$ cat config.mk
export PLATFORM = sky130hd
export DESIGN_NAME = stream_fifo
export DESIGN_NICKNAME = d
export VERILOG_FILES = /design/src/stream_fifo.sv
export VERILOG_INCLUDE_DIRS = /design/src
export SDC_FILE = /design/constraint.sdc
export NUM_CORES = 2
export LEC_CHECK = 0
export ABC_AREA = 1
export ABC_CLOCK_PERIOD_IN_PS = 5200
export BUFFER_PORTS_ARGS = -buffer_cell sky130_fd_sc_hd__buf_4
export CAP_MARGIN = 15
export CORE_UTILIZATION = 50
export DETAILED_ROUTE_END_ITERATION = 8
export GPL_ROUTABILITY_DRIVEN = 0
export HOLD_SLACK_MARGIN = 0.15
export PLACE_DENSITY = 0.65
export SLEW_MARGIN = 5
export SYNTH_ARGS = -nofsm -noshare
export SYNTH_HDL_FRONTEND = slang
export SYNTH_SLANG_ARGS = --single-unit
$ cat constraint.sdc
create_clock -name ti_clk -period 5.2 [get_ports ti_clk]
set_input_delay 0.26 -clock ti_clk [delete_from_list [all_inputs] [get_ports ti_clk]]
set_output_delay 0.26 -clock ti_clk [all_outputs]
set_load 0.05 [all_outputs]
$ cat src/sdram_fifo_defs.svh
`ifndef SDRAM_FIFO_DEFS_SVH
`define SDRAM_FIFO_DEFS_SVH

// Sample and stored word widths
`define SF_SAMPLE_W 16
`define SF_WORD_W 32

// On-chip buffer depths in 32-bit entries
`define SF_IN_DEPTH 64
`define SF_OUT_DEPTH 64

// Bulk store size is 2**SF_BULK_AW words
`define SF_BULK_AW 10

// Words moved per burst
`define SF_BURST 8

// Occupancy outputs
`define SF_COUNT_W 32

// Derived widths
`define SF_IN_ENT_W ($clog2(`SF_IN_DEPTH) + 1)
`define SF_IN_CNT_W (`SF_IN_ENT_W + 1)
`define SF_OUT_CNT_W ($clog2(`SF_OUT_DEPTH) + 1)
`define SF_ADDR_W (`SF_BULK_AW + 3)

`endif
$ cat src/stream_fifo.sv
`timescale 1ns/10ps
`include "sdram_fifo_defs.svh"

module stream_fifo #(
	parameter int DEPTH = `SF_OUT_DEPTH
) (
	input  logic                   ti_clk,
	input  logic                   arst_n,
	input  logic                   wr,
	input  logic [`SF_WORD_W-1:0]  wdata,
	input  logic                   rd,
	output logic [`SF_WORD_W-1:0]  rdata,
	output logic [$clog2(DEPTH):0] words,
	output logic [$clog2(DEPTH):0] free
);

	localparam int AW = $clog2(DEPTH);
	localparam logic [AW:0] FULL_COUNT = (AW + 1)'(DEPTH);

	logic [`SF_WORD_W-1:0] mem [DEPTH];
	logic [AW-1:0]         wr_ptr;
	logic [AW-1:0]         rd_ptr;
	logic                  push;
	logic                  pop;

	// Writes into a full buffer are lost
	assign push = wr && (words != FULL_COUNT);
	// An empty read leaves rdata holding the last word
	assign pop  = rd && (words != '0);
	assign free = FULL_COUNT - words;

	always_ff @(posedge ti_clk) begin
		if (push) begin
			mem[wr_ptr] <= wdata;
		end
	end

	always_ff @(posedge ti_clk or negedge arst_n) begin
		if (!arst_n) begin
			wr_ptr <= '0;
			rd_ptr <= '0;
			words  <= '0;
			rdata  <= '0;
		end else begin
			if (push) begin
				wr_ptr <= wr_ptr + 1'b1;
			end
			// Popped word shows on the cycle after the strobe
			if (pop) begin
				rd_ptr <= rd_ptr + 1'b1;
				rdata  <= mem[rd_ptr];
			end
			words <= words + (AW + 1)'(push) - (AW + 1)'(pop);
		end
	end

endmodule

Word-level counts from Yosys, hierarchy flattened. Memories as Yosys holds them, arrays and structs flattened. A register that Yosys moved wholly into a read port is not among the register bits. Cells that the tools add are included.

Input bits: 36. Output and inout port bits: 46. Bits in writable memories: 2048. Memories: 1. Bits in registers: 19. Logic and storage cells: 16.

Memory list: mem (words 64, width 32, read ports 1, clocked after memory_dff 1, wr ports 1, RTL line stream_fifo.sv:20) `` logic [`SF_WORD_W-1:0] mem [DEPTH]; ``.

Add/sub/neg operators: 5. Equal/unequal tests: 1. Muxes and demuxes: 2. Reductions and logical operators: 4.

Operator list (count): $add A6 B1 Y6 const B (2); $add A7 B1 Y7 (1); $ne A7 B7 Y1 const B (1); $reduce_bool A7 Y1 (1); $sub A7 B1 Y7 (1); $sub A7 B7 Y7 const A (1); $logic_and A1 B1 Y1 (2); $mux W1 (2); $logic_not A1 Y1 (1).

Logic depth before layout (Yosys ltp).
Word-level depth: 4. Depth in mapped cells: 17. Mapped depth without buffers: 15.

Worst setup path before layout. No wires, ideal clock.

Path kind: reg2reg. Start: register words[1]. End: memory mem[7][0] (netlist name) (enable). Path slack: -0.056 ns. Clock period less this slack: 5.256 ns. Stages on the path, launching flop included: 7. Path buffers: 0. Data arrival time: 4.753 ns. Cell sequence: dfrtp_1 -> inv_1 -> ha_1 -> nand2_1 -> o21a_1 -> nand4_1 -> nor4_1.

Cells in the longest elaborated chain, start to end: 4.

RTL lines: start: declaration (RTL line stream_fifo.sv:13) `output logic [$clog2(DEPTH):0] words,`; start signal: assignment (RTL line stream_fifo.sv:53) `words <= words + (AW + 1)'(push) - (AW + 1)'(pop);`; $ne A7 B7 Y1 (RTL line stream_fifo.sv:27) `assign push = wr && (words != FULL_COUNT);`; $logic_and A1 B1 Y1 (RTL line stream_fifo.sv:27); $mux W1 (RTL line stream_fifo.sv:33) `if (push) begin`; $mux W1 (not written as such) (RTL line stream_fifo.sv:34) `mem[wr_ptr] <= wdata;`; end: declaration (RTL line stream_fifo.sv:20).

No other way between the ends.

Worst setup path in the final report.
Start: register words[1]. End: memory mem[14][3] (netlist name) (enable).

Same word-level chain as after synthesis.

==> results.toml <==
[outcome]
status = "complete, no violations"

[pwr]
swShare = 0.384
switchingPower_mw = 20.4
combPwrFrac = 0.345
p_leak_nw = 36.8
pwr-share-seq = 0.374
vdd_ir_drop_max_uv = 921
finalPower_mw = 53.2
p_clk_frac = 0.281
power_per_cell_area_nw_per_um2 = 547
p_int_mw = 32.8

[routing]
remaining_drc_errors = 0
wl_per_cell_um = 22.2
vias_per_cell = 5.53
firstDrtPassIters = 6
routed_wirelength_um = 230000
ant_nets = 0
drtIter0Drc = 6069
dr_total_vias = 57300

[sta]
layout_setup_ws_ns = 1.78
fin_crit_sh = 0.658
fmax_mhz = 292
drv_slew = 0
fin_tns_setup_ns = 0
period_minus_slack_ns = 3.42
setup_viol = 0
relSlewSlack = 0.183
hold_viol_final = 0
tightest_slew_ns = 1.22
fin_worst_skew_ns = 0.0379
grt_setup_unrepaired = "false"

[layout]
drive_gt1_frac = 0.0762
layout.nets = 7922
design_area_um2 = 97300
syn_to_final_growth_pct = 12.3
final_cell_mix = "nand2_1, edfxtp_1, nand3_1"
final_common_cell = "nand2_1"

[synthesis]
avgSynthCellArea_um2 = 11.0
netlist_area_um2 = 86600
syn_inst = 7849
yosysUniqueCellTypes = 27
ys_seq_area_frac = 0.725
yosys_warnings = 0
ys_ff_latch = 2099
syn-num-nets = 7900

[setup_path]
critical_path_required_ns = 5.73
start_kind = "flop"
critical-path-max-stage-delay_ns = 0.93
setup.worst_path.end_class = "flop"
crit_chain = "inv_1, ha_1, nand2_1, o21a_1, nand4_1, buf_4, nor2_4, buf_4"
reg2reg_from = "words[1]$_DFF_PN0_"
crit_slowest_cell = "nor2_4"
path_class = "flop to flop"
reg2reg_to = "mem[14][3]$_DFFE_PP_"
path_common_cell = "buf_4"
cp_max_fo = 25
arrival_ns = 3.95
r2r_slack_ns = 1.78
r2r_cells = 8

[cts]
root_buffer = "clkbuf_16"
clk_latency_ns = 0.86
clockBufferDepth = 3
ctsHtreeMaxLevel = 4
path_clk_slew_ns = 0.06
clock-sinks = 2099
cts_buffers = 209
cts_tree = "yes"

[die]
coreArea_um2 = 172000
die_height_um = 418
start_util = 0.504
die-area_um2 = 175000
fp.dieW_um = 418
fp-row-count = 152
io_pins = 82

[global_route]
grt_pass1_vias = 54500
grt_max_degree = 236
grt_remaining_overflow = 0
grt_pass1_wl_um = 343000
antenna_found_initial = 14
grt_usage = 0.262

[placed_design]
io_buffers = 81
dpl.hpwl_um = 125000
placed_cell_area_um2 = 90100
pre_cts_slack_ns = 1.79

[hold_path]
worst_hold_path.num_cells = 2
hold_end = "rdata[25]$_DFFE_PN0P_"
hold_start = "rdata[25]$_DFFE_PN0P_"
worstHoldPathType = "flop to flop"

[flow_run]
maxCapViolations = 0
## worst max-delay path: cells and delay by family (launching register included)
family | cells | cell delay, ns
compound gates | 1 | 0.45
fa+ha+maj | 1 | 0.25
buf+inv | 3 | 0.74
flops | 1 | 0.42
simple gates | 3 | 1.23
## power by group through the flow
stage	sequential [mW]	combinational, mW	clock (mW)
2_1_floorplan	20.5	11.5	0
3_5_place_dp	20.3	18.2	0
4_1_cts	19.9	18.3	15.1
3_3_place_gp	20.2	18.0	0
6_report	19.9	18.4	14.9
5_1_grt	20.0	20.1	15.7
## area by class of cell
cell class,instances,area [µm²]
fill,14000,74500
sequential,2099,62800
multi-input combinational,4887,20800
clock buffer,285,5790
tap,2310,2890
timing repair buffer,254,2380
inverter,420,1620
clock inverter,104,972
antenna,6,15.0
## stage by stage
step / utilization / hold slack (ns) / cells
global placement: 0.524 / 0.429 / 9930
floorplan: - / -0.0356 / 7849
CTS: 0.566 / 0.475 / 10400
finish: 0.566 / 0.487 / 10400
detailed placement: 0.524 / 0.442 / 9931
global route: 0.566 / 0.505 / 10400
## worst max path at each step
stage,startpoint,endpoint,slack [ns],depth (start not counted)
2_1_floorplan,words[1]$_DFF_PN0_,mem[63][0]$_DFFE_PP_,0.78,6
3_3_place_gp,words[1]$_DFF_PN0_,words[6]$_DFF_PN0_,1.73,15
3_5_place_dp,words[1]$_DFF_PN0_,mem[14][8]$_DFFE_PP_,1.79,8
4_1_cts,words[1]$_DFF_PN0_,mem[14][3]$_DFFE_PP_,1.77,8
5_1_grt,words[1]$_DFF_PN0_,words[6]$_DFF_PN0_,1.48,15
6_report,words[1]$_DFF_PN0_,mem[14][3]$_DFFE_PP_,1.78,8
## routing by layer
metal | share of wire | track usage | wire length [µm] | vias to the layer above
li1 | - | - | - | 26400
met3 | 0.081 | 0.0377 | 18600 | 379
met1 | 0.41 | 0.363 | 94200 | 28000
met2 | 0.48 | 0.432 | 111000 | 2469
met5 | 0 | 0 | 0 | -
met4 | 0.027 | 0.0790 | 6110 | 0
## flip-flops by register name, indices dropped and copies added (netlist names)
register and cells:
mem 2048, rdata 32, rd_ptr 6, wr_ptr 6
words 7
## kinds of logic (layout without fill, tap and decap cells)
logic type,Yosys count,in the layout,synth area share
xor gates and xnor gates,20,20,0.00202
and+or+nand+nor,4405,4405,0.204
AOI/OAI and AO/OA,447,447,0.0259
other,0,6,0
adders and majority gates,15,15,0.00225
buffers and inverters,863,1063,0.0407
DFF,2099,2099,0.725
## Yosys cell counts
cell type,instances,share of area
a21oi_1,132,0.0076
clkbuf_1,218,0.0094
nand2_1,2644,0.11
o21bai_1,1,0.000087
or2_2,21,0.0015
o21ai_0,293,0.017
xor2_1,18,0.0018
buf_1,43,0.0019
inv_1,418,0.018
inv_4,1,0.000072
nand3_1,849,0.049
fa_1,1,0.00023
o31ai_1,1,0.000087
buf_4,15,0.0013
nor3_1,2,0.00012
buf_6,3,0.00039
clkinv_1,1,0.000043
buf_2,164,0.0095
o21ai_1,19,0.0011
ha_1,14,0.0020
xnor2_1,2,0.00020
nor4_1,1,0.000072
nand4_1,9,0.00065
nor2_1,879,0.038
o21a_1,1,0.000087
edfxtp_1,2048,0.71
dfrtp_1,51,0.015
## what timing repair did
action / CTS / global route
hold buffers: 37 / 0
gates resized for setup: 0 / 0
buffers inserted: 0 / 0
hold endpoints to repair: 2136 / 0
Note: power is estimated with default switching activity, not from simulation.
