### src/sdram_fifo_defs.svh
`ifndef SDRAM_FIFO_DEFS_SVH
`define SDRAM_FIFO_DEFS_SVH

// Sample and stored word widths
`define SF_SAMPLE_W 16
`define SF_WORD_W 32

// On-chip buffer depths in 32-bit entries
`define SF_IN_DEPTH 64
`define SF_OUT_DEPTH 64

// Bulk store size is 2**SF_BULK_AW words
`define SF_BULK_AW 10

// Words moved per burst
`define SF_BURST 8

// Occupancy outputs
`define SF_COUNT_W 32

// Derived widths
`define SF_IN_ENT_W ($clog2(`SF_IN_DEPTH) + 1)
`define SF_IN_CNT_W (`SF_IN_ENT_W + 1)
`define SF_OUT_CNT_W ($clog2(`SF_OUT_DEPTH) + 1)
`define SF_ADDR_W (`SF_BULK_AW + 3)

`endif
### src/sdram_fifo_pkg.sv
`include "sdram_fifo_defs.svh"

package sdram_fifo_pkg;

	// One bulk store address, seen either as a flat byte address
	// or split into its word index and byte offset
	typedef union packed {
		logic [`SF_ADDR_W-1:0] byte_addr;
		struct packed {
			// Toggles once per lap of the store
			logic                   spare;
			logic [`SF_BULK_AW-1:0] word_idx;
			logic [1:0]             byte_lsb;
		} split;
	} bulk_addr_u;

	// Stage occupancy as each block counts it
	typedef struct packed {
		logic [`SF_IN_CNT_W-1:0]  in_samples;
		logic [`SF_OUT_CNT_W-1:0] out_words;
		logic [`SF_BULK_AW-1:0]   bulk_words;
	} stage_counts_t;

	// Single-port request into the bulk store
	typedef struct packed {
		logic                  we;
		bulk_addr_u            addr;
		logic [`SF_WORD_W-1:0] wdata;
	} mem_req_t;

endpackage

### src/burst_mover.sv
`timescale 1ns/10ps
`include "sdram_fifo_defs.svh"

module burst_mover (
	input  logic                     ti_clk,
	input  logic                     arst_n,
	output logic                     in_rd,
	input  logic [`SF_WORD_W-1:0]    in_data,
	input  logic [`SF_IN_ENT_W-1:0]  in_entries,
	output sdram_fifo_pkg::mem_req_t mem_req,
	input  logic [`SF_WORD_W-1:0]    mem_rdata,
	output logic                     out_wr,
	output logic [`SF_WORD_W-1:0]    out_data,
	input  logic [`SF_OUT_CNT_W-1:0] out_free,
	output logic [`SF_BULK_AW-1:0]   bulk_words
);

	localparam logic [1:0] ST_IDLE  = 2'd0;
	localparam logic [1:0] ST_WRITE = 2'd1;
	localparam logic [1:0] ST_READ  = 2'd2;

	localparam int BW = $clog2(`SF_BURST + 1);
	localparam logic [BW-1:0] LAST_BEAT = BW'(`SF_BURST);
	localparam logic [`SF_ADDR_W-1:0] WORD_BYTES = `SF_ADDR_W'(4);

	logic [1:0]                 state;
	logic [BW-1:0]              beat;
	sdram_fifo_pkg::bulk_addr_u wr_addr;
	sdram_fifo_pkg::bulk_addr_u rd_addr;
	logic                       start_rd;
	logic                       start_wr;
	logic                       issue;
	logic                       land;

	// Word index difference, wraps freely when the store laps
	assign bulk_words = wr_addr.split.word_idx - rd_addr.split.word_idx;

	assign start_rd = (bulk_words >= `SF_BURST) && (out_free >= `SF_BURST);
	assign start_wr = (in_entries >= `SF_BURST);

	// Source side works on beats 0..B-1, sink side one beat later
	assign issue = (beat != LAST_BEAT);
	assign land  = (beat != '0);

	////////////////////
	// Datapath strobes
	////////////////////

	assign in_rd    = (state == ST_WRITE) && issue;
	assign out_wr   = (state == ST_READ) && land;
	assign out_data = mem_rdata;

	always_comb begin
		mem_req.we    = (state == ST_WRITE) && land;
		mem_req.addr  = (state == ST_READ) ? rd_addr : wr_addr;
		mem_req.wdata = in_data;
	end

	////////////////////
	// Burst FSM
	////////////////////

	always_ff @(posedge ti_clk or negedge arst_n) begin
		if (!arst_n) begin
			state   <= ST_IDLE;
			beat    <= '0;
			wr_addr <= '0;
			rd_addr <= '0;
		end else begin
			case (state)
				ST_IDLE: begin
					beat <= '0;
					// Draining toward the host wins a tie
					if (start_rd) begin
						state <= ST_READ;
					end else if (start_wr) begin
						state <= ST_WRITE;
					end
				end
				ST_WRITE: begin
					if (land) begin
						wr_addr.byte_addr <= wr_addr.byte_addr + WORD_BYTES;
					end
					if (issue) begin
						beat <= beat + 1'b1;
					end else begin
						beat  <= '0;
						state <= ST_IDLE;
					end
				end
				ST_READ: begin
					if (issue) begin
						rd_addr.byte_addr <= rd_addr.byte_addr + WORD_BYTES;
						beat              <= beat + 1'b1;
					end else begin
						beat  <= '0;
						state <= ST_IDLE;
					end
				end
				default: begin
					beat  <= '0;
					state <= ST_IDLE;
				end
			endcase
		end
	end

endmodule

### config.mk
export PLATFORM = sky130hd
export DESIGN_NAME = burst_mover
export DESIGN_NICKNAME = d
export VERILOG_FILES = /design/src/sdram_fifo_pkg.sv /design/src/burst_mover.sv
export VERILOG_INCLUDE_DIRS = /design/src
export SDC_FILE = /design/constraint.sdc
export NUM_CORES = 1
export LEC_CHECK = 0
export CAP_MARGIN = 20
export CORE_MARGIN = 3
export CORE_UTILIZATION = 50
export CTS_CLUSTER_SIZE = 10
export DETAILED_ROUTE_END_ITERATION = 8
export DONT_BUFFER_PORTS = 1
export MAX_ROUTING_LAYER = met4
export PLACE_DENSITY = 0.65
export SLEW_MARGIN = 25
export SYNTH_ARGS = -nofsm -noshare
export SYNTH_HDL_FRONTEND = slang
export SYNTH_SLANG_ARGS = --single-unit
### constraint.sdc
create_clock -name ti_clk -period 3.2 [get_ports ti_clk]
set_input_delay 0.16 -clock ti_clk [delete_from_list [all_inputs] [get_ports ti_clk]]
set_output_delay 0.16 -clock ti_clk [all_outputs]
set_load 0.01 [all_outputs]
== Yosys cells after proc, flatten, opt, wreduce, memory -nomap -nowiden ==
Cells that the tools add are included.
W data, S select, Z words.

* Flip-flop bits (word level): 32
* Output and inout port bits: 90

* Reduce and logical (&&, ||, !) cells: 10
* $add $sub $neg: 4
* Multiplexer cells: 7
* Equal/unequal tests: 5
* Magnitude comparators: 3

{| class="wikitable"
|+ Operators by type and width
! cell !! count
|-
| $add A13 B3 Y13 const B || 2
|-
| $ge A7 B4 Y1 const B || 2
|-
| $mux W13 || 1
|-
| $ge A10 B4 Y1 const B || 1
|-
| $sub A10 B10 Y10 || 1
|-
| $mux W4 || 2
|-
| $mux W2 || 3
|-
| $reduce_and A2 Y1 || 3
|-
| $add A4 B1 Y4 const B || 1
|-
| $logic_and A1 B1 Y1 || 4
|-
| $ne A4 B4 Y1 const B || 1
|-
| $pmux W2 S2 || 1
|-
| $reduce_bool A4 Y1 || 1
|-
| $ne A3 B3 Y1 const B || 1
|-
| $eq A2 B1 Y1 const B || 1
|-
| $eq A2 B2 Y1 const B || 1
|-
| $logic_not A2 Y1 || 1
|-
| $ne A2 B2 Y1 const B || 1
|-
| $reduce_or A2 Y1 || 1
|}

== Logic depth before layout (Yosys ltp) ==
* Depth after elaboration: 5
* Mapped depth: 10

== Worst setup path after synthesis ==
Ideal clock, no wire load.

* Path type: register to register
* Start point: reg wr_addr[2] (netlist name)
* End point: reg state[1]
* Stages on the path, launching flop included: 11
* Arrival: 2151 ps
* Path slack: 931 ps
* Path through: dfrtp_1 > inv_1 > ha_1 > inv_1 > fa_1 > a21o_1 > a221oi_2 > xnor2_1 > a21oi_2 > a41oi_2 > a21o_1

* Cells in the longest elaborated chain, start to end: 5
* Elaborated cells on any way between the ends: 7

{| class="wikitable"
|+ RTL lines
! item !! line !! text
|-
| start: declaration || burst_mover.sv:28 || <nowiki>sdram_fifo_pkg::bulk_addr_u wr_addr;</nowiki>
|-
| $sub A10 B10 Y10 (*) || burst_mover.sv:36 || <nowiki>assign bulk_words = wr_addr.split.word_idx - rd_addr.split.word_idx;</nowiki>
|-
| via bulk_words[6] || burst_mover.sv:15 || <nowiki>output logic [`SF_BULK_AW-1:0] bulk_words</nowiki>
|-
| $ge A10 B4 Y1 (no line) (*) || n/a ||
|-
| $logic_and A1 B1 Y1 (*) || burst_mover.sv:38 || <nowiki>assign start_rd = (bulk_words >= `SF_BURST) && (out_free >= `SF_BURST);</nowiki>
|-
| $mux W2 / $ne A3 B3 Y1 (equally long branches) || n/a ||
|-
| $pmux W2 S2 / $reduce_and A2 Y1 (equally long branches) || n/a ||
|-
| end signal: assignment || burst_mover.sv:75 || <nowiki>state <= ST_READ;</nowiki>
|-
| end signal: assignment || burst_mover.sv:77 || <nowiki>state <= ST_WRITE;</nowiki>
|-
| end signal: assignment || burst_mover.sv:88 || <nowiki>state <= ST_IDLE;</nowiki>
|-
| end: declaration || burst_mover.sv:26 || <nowiki>logic [1:0] state;</nowiki>
|}

The timed path passes the listed nets; every way through them passes the cells marked *.
A chain may end at the register's enable or synchronous reset.

== Final worst setup path ==
* Start point: reg wr_addr[2] (netlist name)
* End point: out bulk_words[8]

* Cells in the longest elaborated chain, start to end: 1

{| class="wikitable"
|+ RTL lines
! item !! line
|-
| $sub A10 B10 Y10 || burst_mover.sv:36
|-
| end: declaration || burst_mover.sv:15
|}

Every way passes these cells.

==> results.md <==
* Outcome: completed
* Vias/cell at 5.335
* CP Class: flop to output pin
* Die width at approximately 77 µm
* Minimum clock period at roughly 2.5 ns
* Final Max Tran Viols at 0
* Min-delay worst type: input port to flop
* Synthesis warning total at 0
* Main combinational cell family by area after synthesis: buffers and inverters
* Dpl ws at between 0.6 and 0.7 ns
* CP endpoint kind: output pin
* CTS tree: done
* Setup violators final at 0
* Simple logic cell fraction of the synthesized area at between 10% and 20%
* Worst vdd ir at 0.0003066 V
* Clk root buf: clkbuf_8
* Pre-antenna DRT Iters at 4
* Avg Cell Area, Syn at between 9 and 10 µm²
* Final worst slack at between 0.6 and 0.7 ns
* CP startpoint kind: flop
* Sequential area share after synthesis at between 20 and 30%
* Cell Chain, Critical Path: inv_1 > ha_1 > inv_1 > fa_1 > a21o_1 > a22oi_1 > a211o_1 > xor2_1 > inv_1
* GR Overflow Total at 0
* Starting DRT DRC Count at roughly 100
* Post-synth ARST share at 100.0%
* Main synth FF type: dfrtp_1
* Via count at 1467
* Compound-Gate Fraction of Synth Area at about a tenth
* Layout cells sized above 1 at about an eighth
* Number of synthesized flops with an enable pin at 0
* Mux contribution to synthesized area at 5.382%
* Worst slew pin tran at between 0.5 and 0.6 ns
* Clk buf depth at 2
* Fmax at roughly 0.40 GHz
* IO Pins at 170
* Placer Congestion at around 0.81
* Max Cap Violations at 0
* Syn-to-layout area delta at -13.93%
* Initial antenna violation count at 0
* Initial core utilization at approximately 52%
* Reg power frac at between 20% and 30%
* Synth Instances at approximately 270
* Worst endpoint required time at 3.04 ns
* Ant. Diodes at 0
* Drt drc at 0
* Critical Path Slowest Stage Cell: dfrtp_1
* CTS-repair resized insts at 0
* Cell area after synthesis at 2487 µm²
* Clock power frac at 11.2%
* NetSw at 0.9060 mW
* Routed Antenna Nets at 0
* Fillers at approximately 460
* Met3 Usage GRT at 4.137%
* Placed instance area at approximately 2100 µm²
* Largest net degree at the start of global routing at 29
* Met2 Use GR at 22.76%
* Per-cell routed wire length at approximately 15 µm
* Design Power at between 1.5 and 2 mW
* Port Buffers at 0
* Area share of xor/xnor cells in the synthesized design at slightly above 10%
* Post-CTS Setup Repair Bufs at 0
* Post-synthesis adder-cell area fraction at under 10%
* Gate power share at around 60%
* Worst stage delay on the critical path at around 0.45 ns
* Tot GR Track Use at ~16%
* Final cycle utilization of the critical path at about four fifths
* First-pass GRT wire length at roughly 7200 µm
* Yosys reg bits at 28
* Most frequent CP cell: inv_1
* Die H at between 70 and 80 µm
* TNS Setup at 0 ns
* PD cells at about 900 nW/µm²
* Synth cell types at 50
* Total Nets Final at 306
* Final Util at a little under half
* Grt met1 use at approximately 20%
* CTS sink cnt at 28
* H-tree Lvls at 1
* Endpoints failing hold at 0
* Pleak at 0.9356 nW
* Worst slew margin at 60.29%
* Design Area, Final at between 2000 and 2500 µm²
* Internal at 1.023 mW
* Layout Skew at 0.007247 ns
* FP Rows at 25
* Worst-path clk slew at 0.10 ns
* CTS buffer count at 3
* Post-CTS Hold Fix Bufs at 2
* Top Usage Layer GRT: met2
* Core ar. at about 4800 µm²
* Die Area at between 5000 and 6000 µm²
* Critical path arrival at 2.35 ns
* Detailed Route WL at approximately 4200 µm
* Maximum fanout along the worst path at 6
* Number of global-route vias before repair at about 1500
* Switch share at a little under half
* Dpl hpwl at about 3300 µm
* RSZ-0062 raised after global routing: false
* Skew-Pair Late Insertion Delay at about 0.27 ns
## power by group through the flow
| stage | clock (mW) | combinational (mW) | sequential (mW) |
|---|---|---|---|
| after floorplan | 0 | 1.07 | 0.522 |
| after global placement | 0 | 1.15 | 0.552 |
| after detailed placement | 0 | 1.16 | 0.556 |
| after CTS | 0.223 | 1.18 | 0.549 |
| after global routing | 0.242 | 1.31 | 0.567 |
| final | 0.217 | 1.16 | 0.552 |
## routing by layer
metal | routed length (µm) | vias to the layer above
met4 | 146 | 0
met1 | 1925 | 684
met5 | 0 | -
met2 | 1829 | 39
li1 | - | 714
met3 | 301 | 30
## synthesized netlist by cell type (5+ instances only)
cell type | n | area share [%]
nand3_1 | 6 | 1.2
buf_4 | 66 | 20
xor2_1 | 7 | 2.5
nand4_1 | 8 | 2.0
dfrtp_1 | 28 | 28
nor2_1 | 14 | 2.1
ha_1 | 16 | 8.0
and2_1 | 5 | 1.3
xnor2_1 | 22 | 7.7
mux2_2 | 10 | 4.5
inv_1 | 18 | 2.7
nand2_1 | 15 | 2.3
o21ai_0 | 5 | 1.0
## state kept, by name, indices dropped and copies added (netlist names)
name / cells
state: 2
wr_addr: 11
rd_addr: 11
beat: 4
## path summary, 6_finish.rpt
path                                  to  slack [ns]           from  cells after the start
min in group asynchronous        beat[1]        0.31         arst_n                      2
hold / removal                  state[1]        0.22  in_entries[6]                      4
max in group asynchronous     rd_addr[6]        2.73         arst_n                      2
hold reg to reg              wr_addr[12]        0.47    wr_addr[12]                      1
setup / recovery           bulk_words[8]        0.69     wr_addr[2]                      9
setup reg to reg                state[1]        0.71     wr_addr[2]                     10
## cell families (layout without fill, tap and decap cells)
logic type                 Yosys count  after routing
xor gates and xnor gates            29             29
DFF                                 28             28
adders and majority gates           17             17
AOI/OAI and AO/OA                   31             31
buffers and inverters               88             24
and+or+nand+nor                     65             65
other                                1              2
muxes                               12             12
## critical path, delay by kind of cell, from the launching register on
kind,cells,cell delay (ns)
XOR/XNOR,1,0.21
adder cells (fa/ha/maj),2,0.58
flip-flops,1,0.45
AO/OA/AOI/OAI,3,0.53
buffers and inverters,3,0.30
## per-stage QoR
step / hold WS (ns) / cells
2_1_floorplan: -0.1356 / 272
3_3_place_gp: -0.1349 / 269
3_5_place_dp: -0.1348 / 269
4_1_cts: 0.2092 / 275
5_1_grt: 0.2325 / 275
6_report: 0.2151 / 275
## cells in the final DEF, fill, tap and decap left out, drive strengths merged, types with 7 or more instances in the layout
| cell | n |
|---|---|
| ha | 16 |
| xor2 | 7 |
| nor2 | 14 |
| xnor2 | 22 |
| nand4 | 8 |
| dfrtp | 28 |
| inv | 18 |
| mux2 | 11 |
| nand2 | 15 |
## area by class of cell
cell class              count  area (µm²)  area share, %
multi-input cells         156        1204          56.22
flip-flops and latches     28       700.7          32.73
well taps                  67       83.83          3.916
inverters                  18       67.56          3.156
clock buffers               4       55.05          2.572
repair buffers              2       30.03          1.403
No activity file was read; power rests on OpenSTA's default activity.
