===== config.mk =====
export PLATFORM = sky130hd
export DESIGN_NAME = fill_monitor
export DESIGN_NICKNAME = d
export VERILOG_FILES = /design/src/sdram_fifo_pkg.sv /design/src/fill_monitor.sv
export VERILOG_INCLUDE_DIRS = /design/src
export SDC_FILE = /design/constraint.sdc
export NUM_CORES = 1
export LEC_CHECK = 0
export BUFFER_PORTS_ARGS = -buffer_cell sky130_fd_sc_hd__buf_2
export CAP_MARGIN = 40
export CORE_UTILIZATION = 35
export DETAILED_ROUTE_END_ITERATION = 7
export GPL_ROUTABILITY_DRIVEN = 0
export PLACE_DENSITY_LB_ADDON = 0.2
export SLEW_MARGIN = 5
export SYNTH_ARGS = -nofsm -noshare
export SYNTH_HDL_FRONTEND = slang
export SYNTH_SLANG_ARGS = --single-unit

===== constraint.sdc =====
create_clock -name ti_clk -period 0.8 [get_ports ti_clk]
set_input_delay 0.16 -clock ti_clk [delete_from_list [all_inputs] [get_ports ti_clk]]
set_output_delay 0.16 -clock ti_clk [all_outputs]
set_load 0.01 [all_outputs]

===== src/sdram_fifo_defs.svh =====
`ifndef SDRAM_FIFO_DEFS_SVH
`define SDRAM_FIFO_DEFS_SVH

// Sample and stored word widths
`define SF_SAMPLE_W 16
`define SF_WORD_W 32

// On-chip buffer depths in 32-bit entries
`define SF_IN_DEPTH 64
`define SF_OUT_DEPTH 64

// Bulk store size is 2**SF_BULK_AW words
`define SF_BULK_AW 10

// Words moved per burst
`define SF_BURST 8

// Occupancy outputs
`define SF_COUNT_W 32

// Derived widths
`define SF_IN_ENT_W ($clog2(`SF_IN_DEPTH) + 1)
`define SF_IN_CNT_W (`SF_IN_ENT_W + 1)
`define SF_OUT_CNT_W ($clog2(`SF_OUT_DEPTH) + 1)
`define SF_ADDR_W (`SF_BULK_AW + 3)

`endif

===== src/sdram_fifo_pkg.sv =====
`include "sdram_fifo_defs.svh"

package sdram_fifo_pkg;

	// One bulk store address, seen either as a flat byte address
	// or split into its word index and byte offset
	typedef union packed {
		logic [`SF_ADDR_W-1:0] byte_addr;
		struct packed {
			// Toggles once per lap of the store
			logic                   spare;
			logic [`SF_BULK_AW-1:0] word_idx;
			logic [1:0]             byte_lsb;
		} split;
	} bulk_addr_u;

	// Stage occupancy as each block counts it
	typedef struct packed {
		logic [`SF_IN_CNT_W-1:0]  in_samples;
		logic [`SF_OUT_CNT_W-1:0] out_words;
		logic [`SF_BULK_AW-1:0]   bulk_words;
	} stage_counts_t;

	// Single-port request into the bulk store
	typedef struct packed {
		logic                  we;
		bulk_addr_u            addr;
		logic [`SF_WORD_W-1:0] wdata;
	} mem_req_t;

endpackage


===== src/fill_monitor.sv =====
`timescale 1ns/10ps
`include "sdram_fifo_defs.svh"

module fill_monitor (
	input  logic                          ti_clk,
	input  logic                          arst_n,
	input  sdram_fifo_pkg::stage_counts_t counts,
	input  logic [`SF_COUNT_W-1:0]        usb3_blocksize,
	output logic [`SF_COUNT_W-1:0]        total,
	output logic [`SF_COUNT_W-1:0]        in_numwords,
	output logic [`SF_COUNT_W-1:0]        out_numwords,
	output logic [`SF_COUNT_W-1:0]        ddr_numwords,
	output logic                          out_rdy
);

	localparam int CW = `SF_COUNT_W;

	sdram_fifo_pkg::bulk_addr_u ddr_span;
	logic [CW-1:0]              in_half;
	logic [CW-1:0]              out_half;
	logic [CW-1:0]              ddr_half;

	// Everything is reported in 16-bit sample units
	always_comb begin
		in_half  = CW'(counts.in_samples);
		out_half = CW'({counts.out_words, 1'b0});
		// Byte span of the bulk words, halved to get samples
		ddr_span = '0;
		ddr_span.split.word_idx = counts.bulk_words;
		ddr_half = CW'(ddr_span.byte_addr >> 1);
	end

	always_ff @(posedge ti_clk or negedge arst_n) begin
		if (!arst_n) begin
			total        <= '0;
			in_numwords  <= '0;
			out_numwords <= '0;
			ddr_numwords <= '0;
			out_rdy      <= 1'b0;
		end else begin
			in_numwords  <= in_half;
			out_numwords <= out_half;
			ddr_numwords <= ddr_half;
			total        <= in_half + out_half + ddr_half;
			// Host may take a block once the output buffer holds one
			out_rdy      <= (CW'(counts.out_words) >= usb3_blocksize);
		end
	end

endmodule


Word level (Yosys, flattened, before mapping)
Index checks and enable logic that the tools add are counted.
- bits in registers: 38
- output and inout port bits: 129
- word-level logic and storage cells: 8
- add/sub/neg operators: 2
- $lt $le $gt $ge: 1
- operator list (cell ; count):
    7-bit by 32-bit >= comparator with 1-bit output ; 1
    9-bit by 11-bit adder with 12-bit output ; 1
    8-bit by 8-bit adder with 9-bit output ; 1

Depth between registers and ports, before layout
Gate-level depths: netlist (run 1).
- depth in word-level cells: 2
- mapped depth: 10
- depth with buffers taken out: 10

Least setup slack after synthesis (run 1)
No wires, ideal clock.
- path kind: input to register
- from: input port counts[1] (netlist name)
- to: register total[10]
- setup time: 71 ps
- data arrival time: 2175 ps
- data required time: 729 ps
- slack: -1446 ps
- cell stages on the path: 8
- buffers on the path: 0
- cell sequence: fa_1 -> ha_1 -> fa_1 -> a21o_1 -> a211oi_2 -> nor2_1 -> or4_1 -> nand4_1
- word-level cells in the longest chain between the ends: 1
- RTL lines (item ; RTL line ; text):
    from (decl) ; fill_monitor.sv:7 ; input sdram_fifo_pkg::stage_counts_t counts,
    9-bit by 11-bit adder with 12-bit output ; fill_monitor.sv:44 ; total <= in_half + out_half + ddr_half;
    to (signal assigned) ; fill_monitor.sv:44 ;
    to (decl) ; fill_monitor.sv:9 ; output logic [`SF_COUNT_W-1:0] total,
Every way passes these cells.

Final worst setup path (run 1)
Same ends and word-level chain as after synthesis.

==> results of run 1 <==
-- layout by cell type (no fill, tap or decap), types with 2 or more instances in the layout --
master          n
a21o_1          2
buf_12          3
buf_2          87
buf_4          21
buf_6          10
clkbuf_8        6
conb_1         91
dfrtp_1        37
dlygate4sd3_1  16
fa_1            6
fa_2            2
ha_1           11
ha_4            2
inv_1          13
nand3_1         3
nand4_1         3
nor2_1          4
nor3_1          4
nor4_1          6
o211ai_1        2
o21ai_0         2
xnor2_1         3
xor2_1          2
-- repair_timing --
item	CTS	global route
buffers inserted	2	2
setup endpoints to repair	49	49
gates resized for setup	16	7
hold buffers	14	2
hold endpoints to repair	50	2
pin swaps	11	4
-- flip-flops by register name (all words and copies together), names as in the netlist --
signal,count
ddr_numwords,10
in_numwords,7
out_rdy,1
total,12
out_numwords,7
-- cells by family (layout without fill, tap and decap cells) --
family	Yosys count	after routing	synth area share
AOI/OAI and AO/OA	13	13	0.0400
other	1	91	0.00162
xor gates and xnor gates	6	6	0.0227
and+or+nand+nor	28	28	0.0687
DFF	37	37	0.400
buffers and inverters	106	159	0.321
adders and majority gates	22	22	0.145
-- through the flow --
stage | cells | cell area, um^2 | util | setup TNS (ps)
6_report | 433 | 3190 | 0.502 | -13470
5_1_grt | 433 | 3190 | 0.502 | -15690
4_1_cts | 429 | 3110 | 0.490 | -13980
3_5_place_dp | 405 | 2760 | 0.434 | -11960
3_3_place_gp | 405 | 2760 | 0.434 | -11970
2_1_floorplan | 303 | 2690 | - | -8870
-- report_power, final --
part           switching (W)  internal [W]
combinational       0.000965      0.000959
clock               0.000670       0.00101
sequential         0.0000717       0.00211
total                0.00171       0.00408
-- area by class of cell --
cell class	instances	area, um^2
clock buffers	6	82.6
clock inverters	2	37.5
fillers	601	3160
inverters	14	65.1
multi-input cells	160	1060
flip-flops and latches	37	926
well taps	77	96.3
repair buffers	137	926
-- metal layers --
layer | up-vias | wire length (um) | part of all wire | track usage
met4 | 0 | 43 | 0.0097 | 0.0423
li1 | 791 | - | - | -
met5 | - | 0 | 0 | 0
met2 | 96 | 2180 | 0.49 | 0.208
met3 | 5 | 447 | 0.10 | 0.0467
met1 | 773 | 1760 | 0.40 | 0.162
-- critical path, stage by stage --
cell      delay [ps]
buf_6            100
fa_1             490
ha_2             200
fa_2             370
a21o_1           190
a211oi_2         170
nor2_1            70
or4_1            400
nand4_1           80
-- synth_stat cells (all sizes together) --
cell type / n
a211o: 1
a211oi: 2
a21o: 2
a21oi: 2
a31oi: 1
and3: 1
and4: 1
buf: 92
conb: 1
dfrtp: 37
fa: 8
ha: 14
inv: 14
nand2: 1
nand2b: 1
nand3: 3
nand4: 3
nor2: 5
nor3: 5
nor4: 7
o211ai: 2
o21ai: 2
o21bai: 1
or4: 1
xnor2: 4
xor2: 2
-- final timing paths --
kind                                    to  slack [ps]  cells after the start  startpoint
max in group asynchronous         total[8]         190                      3      arst_n
worst min-delay path        in_numwords[7]           9                      1  counts[24]
min in group asynchronous  ddr_numwords[1]         260                      2      arst_n
worst max-delay path             total[10]       -1210                      9   counts[1]
==> metrics list, run 1 <==
- Max-slew violation total from the final report: 0
- Hold violation count in the final report: 0
- STA classifies the critical path startpoint as an input pin.
* Port Buffers: 96
* Clock Path Buffers: 2
- Synth top area cells: dfrtp_1, buf_4, ha_1
- Dominant cell type by area after synthesis: dfrtp_1
* Number of cells produced by synthesis: 213
- The number of global-route vias before repair was roughly 1500.
- Summing over every cut layer, the via total after detailed routing is 1665.
- Of the cells placed in the final design, the portion with a size suffix greater than 1 is 0.402.
* CTS sink cnt: 37
- Per-cell via count in the routed design: 3.85
- The share of synthesized area in the top cell type comes to 0.400.
- Area Overhead vs Synth: 38.0%
- Count of synthesis-stage warnings from yosys: 0
- In this run the worst path has a maximum fanout of 2.
- Wire per inst: 10.2 um
* Placed wire-length estimate after detailed placement: 3660 um
- DRC marker count from the first detailed-route iteration: 14
* Final setup margin: -1210 ps
* Max cap viols: 0
- CTS tree: done
- Overall power consumption after layout is estimated at a little under 0.006 W.
- Setup repair after global routing could not meet its margin everywhere.
- Total inserted antenna cells: 0
- The run finished, with violations left.
- Before antenna repair, the detailed router went through 4 iterations.
- The worst path in the final design needs a cycle of about 2000 ps, including I/O delays and setup.
- Site Rows: 29
- Placeable core region: between 6000 and 7000 um^2
* Total CTS buffers: 5
- For this design the ratio of total power to cell area is 1810 nW/um^2.
- The floorplan step defined a die boundary enclosing 6940 um^2.
* Initial Util: 0.364
- Maximum number of pins on one net before global-route repair: 17
- GR Util All Layers: 0.130
- Final setup fails: about 50
- The worst setup path is of the input pin to flip-flop kind.
* Worst hold margin: 9.36 ps
* Clock-pin slew reported for the worst setup and hold paths after clock tree synthesis: roughly 70 ps
* Required arrival time at the worst endpoint: 1030 ps
- At the end of the flow, the number of nets in the layout was 436.
- The worst setup path is captured at a flip-flop.
- Root Buffer: clkbuf_8
- Once detail routing completed, the nets flagged for antenna violations numbered 0.
* Congestion Overflow GR: 0
- In this run the number of H-tree levels came out at 2.
* Leak Pwr: 1.74 nW
- Share of the cycle needed by the critical path after routing: 2.51
- IO Pins: about 190
- Maximum clock frequency: 498 MHz
- In the routed design, unresolved DRC markers number 0.
- The final reports fail on setup timing.
- For the worst setup path, the data arrival time is 2230 ps.
- Dividing the synthesized area by the synthesized cell count gives around 11 um^2.
* Hold Crit Class: input pin to flip-flop
- Worst-case vdd ir drop: 1290 uV
- Count of cell types in the netlist: 28
- The initial antenna violation count came to 0.
- Die span in x: ~83 um
- Setup slack after placement: -1520 ps
- Overall routed net length: 4430 um
* DIE HEIGHT: 83.3 um
* Post-synthesis instance area: 2310 um^2
- Synthesis inferred 37 register bits.
* Global-route wire length before repair: 6980 um
- The share of the Yosys chip area taken by registers is 0.400.
(Power assumes the default switching activity.)
==> run 2, diff against run 1 <==
==> constraint.sdc (replaced) <==
create_clock -name ti_clk -period 0.8 [get_ports ti_clk]
set_input_delay 0 -clock ti_clk [delete_from_list [all_inputs] [get_ports ti_clk]]
set_output_delay 0 -clock ti_clk [all_outputs]
set_load 0.01 [all_outputs]
==> run 2 against run 1 <==
The flow finishes with violations (hold timing, setup timing). Utilization rose by 0.45 points. Die area unchanged. Sequential power barely moved. Critical endpoint unchanged. Hold slack lost 61 ps. Critical path depth did not move. Clock-buffer cell count is 1 lower. Non-clock buffer count grew 6.
==> metrics list, run 2 (synthesis results as in run 1) <==
- Root Buffer: clkbuf_8
- Die span in x: 83.3 um
* Design area: 3220 um^2
- Number of filler instances in the final layout: 628
- For hold timing, the worst endpoint is out_rdy.
* Share of the cycle needed by the critical path after routing: 2.28
- Grt met3 use: 0.0527
* Clock-pin slew reported for the worst setup and hold paths after clock tree synthesis: around 90 ps
- Area Overhead vs Synth: 39.2%
* Placement-stage cell area: between 2000 and 3000 um^2
* CTS tree: done
* First-pass iteration count of the detailed router: 3
- Hold violation count in the final report: 1
- The die is 83.3 um tall.
- In the routed design, unresolved DRC markers number 0.
* Worst-path fanout max: 2
- Setup repair after global routing could not meet its margin everywhere.
* Hold Crit Class: input pin to flip-flop
* Number of levels in the clock H-tree: 2
- Counting the buffers created by CTS gives 5.
- Final setup margin: -1020 ps
- STA puts the critical path data required time at 1030 ps.
* Remaining antenna violation count after routing: 0
* DRC marker count from the first detailed-route iteration: 19
- The share of total power dissipated in sequential elements is 0.388.
- Worst hold margin: -52.0 ps
- Met1 track demand over resource in global routing: 0.173
- The final layout contains 442 nets.
- Critical Path AT: 2050 ps
- Switch Pwr: approximately 0.0017 W
* Max-slew violation total from the final report: 0
* Pwr per Cell Area: 1740 nW/um^2
- Dividing the detail-routed via count by the number of cells gives 3.83.
- Of the cells placed in the final design, the portion with a size suffix greater than 1 is 0.376.
- For this design the static power due to leakage is between 1.5 and 2 nW.
* Category of the worst setup path launch point: input pin
* Final critical path time including I/O delays and setup: about 1800 ps
* Switching Fraction: 0.304
- Startpoint of the most critical hold path: usb3_blocksize[15]
- The worst setup path is captured at a flip-flop.
- WS Path Type: input pin to flip-flop
- Maximum clock frequency: roughly 550 MHz
* Site Rows: 29
- The number of global-route vias before repair came to 1587.
* Registers with the most flip-flops: total (12), ddr_numwords (10)
* Clock Path Buffers: 2
* Total inserted antenna cells: 0
- Failing checks: hold timing, setup timing
- Worst-case vdd ir drop: 1160 uV
- Met2 track utilization from global routing: 0.221
* Final setup fails: 17
- Congestion Overflow GR: 0
- Part of the total power dissipated in the clock network: 0.295
- The flow ran to the end, but the final reports show violations.
- In the layout the commonest cells are conb_1, buf_2, dfrtp_1.
- The first global-routing pass estimated 7450 um of wire.
- Overall routed net length: 4740 um
* Largest Register: total
- Count of buffers added by post-CTS timing repair for setup: 0
- The share of total power dissipated in combinational logic is 0.317.
* Die area: approximately 7000 um^2
* Max cap viols: 0
- Counting instances, the worst hold path has a depth of 4.
* IO Pins: roughly 190
* Maximum number of pins on one net before global-route repair: 38
- Placeable core region: 6350 um^2
* Total internal power: 0.00389 W
- Flip-flop count of the largest register, all copies and words added: 12
- Initial Util: 0.364
* Placed wire-length estimate after detailed placement: 3700 um
- The tree built by TritonCTS fans out to 37 sinks.
* Port Buffers: 96
- The initial antenna violation count was 0.
- Wire per inst: around 11 um
- Commonest non-fill, non-tap cell in the layout: conb_1
- Count of vias placed by the detailed router: 1681
- GR Util All Layers: 0.137
- Layer carrying the most global-route usage: met2
run 2: cell type report:
class                      instances  area [um^2]  share of cell area
multi-input combinational        160         1030               0.321
clock inverter                     3         46.3              0.0144
inverter                          14         65.1              0.0202
tap                               77         96.3              0.0299
timing repair buffer             143          982               0.305
clock buffer                       5         68.8              0.0214
sequential                        37          926               0.288
run 2: how the worst max path moves through the flow:
stage	to	start	slack, ps	cells past startpoint
CTS	total[10]	counts[1]	-1020	9
global placement	total[10]	counts[1]	-1330	9
finish	total[10]	counts[1]	-1020	9
floorplan	total[10]	counts[1]	-1160	8
detailed placement	total[10]	counts[1]	-1340	9
global route	total[10]	counts[1]	-1090	9
run 2: layer usage:
| layer | share of wire | vias to the layer above |
|---|---|---|
| li1 | - | 805 |
| met1 | 0.41 | 781 |
| met2 | 0.48 | 90 |
| met3 | 0.098 | 5 |
| met4 | 0.0084 | 0 |
| met5 | 0 | - |
run 2: worst max-delay path, stage by stage:
cell and delay, ps:
buf_6 100, fa_1 480, ha_2 210, fa_2 360, a21o_1 190, a211oi_2 170
nor2_1 70, or4_1 390, nand4_1 80
run 2: timing repair:
| action | in CTS | in global routing |
|---|---|---|
| hold buffers | 25 | 1 |
| pin swaps | 4 | 2 |
| hold endpoints to repair | 63 | 2 |
| resized for setup | 12 | 7 |
| endpoints found under the setup margin | 34 | 48 |
run 2: stage by stage:
| step | util | std cells | setup slack, ps | power (W) | setup TNS (ps) |
|---|---|---|---|---|---|
| 3_3_place_gp | 0.432 | 405 | -1330 | 0.00382 | -9720 |
| 2_1_floorplan | - | 303 | -1160 | 0.00340 | -7080 |
| 5_1_grt | 0.507 | 439 | -1090 | 0.00597 | -7750 |
| 3_5_place_dp | 0.432 | 405 | -1340 | 0.00383 | -9780 |
| 4_1_cts | 0.499 | 438 | -1020 | 0.00565 | -6460 |
| 6_report | 0.507 | 439 | -1020 | 0.00559 | -6080 |
run 2: power by group through the flow:
stage                     clock [W]  combinational [W]  sequential (W)
after floorplan                   0            0.00105         0.00234
after global placement            0            0.00161         0.00221
after detailed placement          0            0.00163         0.00220
after CTS                   0.00171            0.00177         0.00217
after global routing        0.00180            0.00198         0.00219
final                       0.00165            0.00177         0.00217
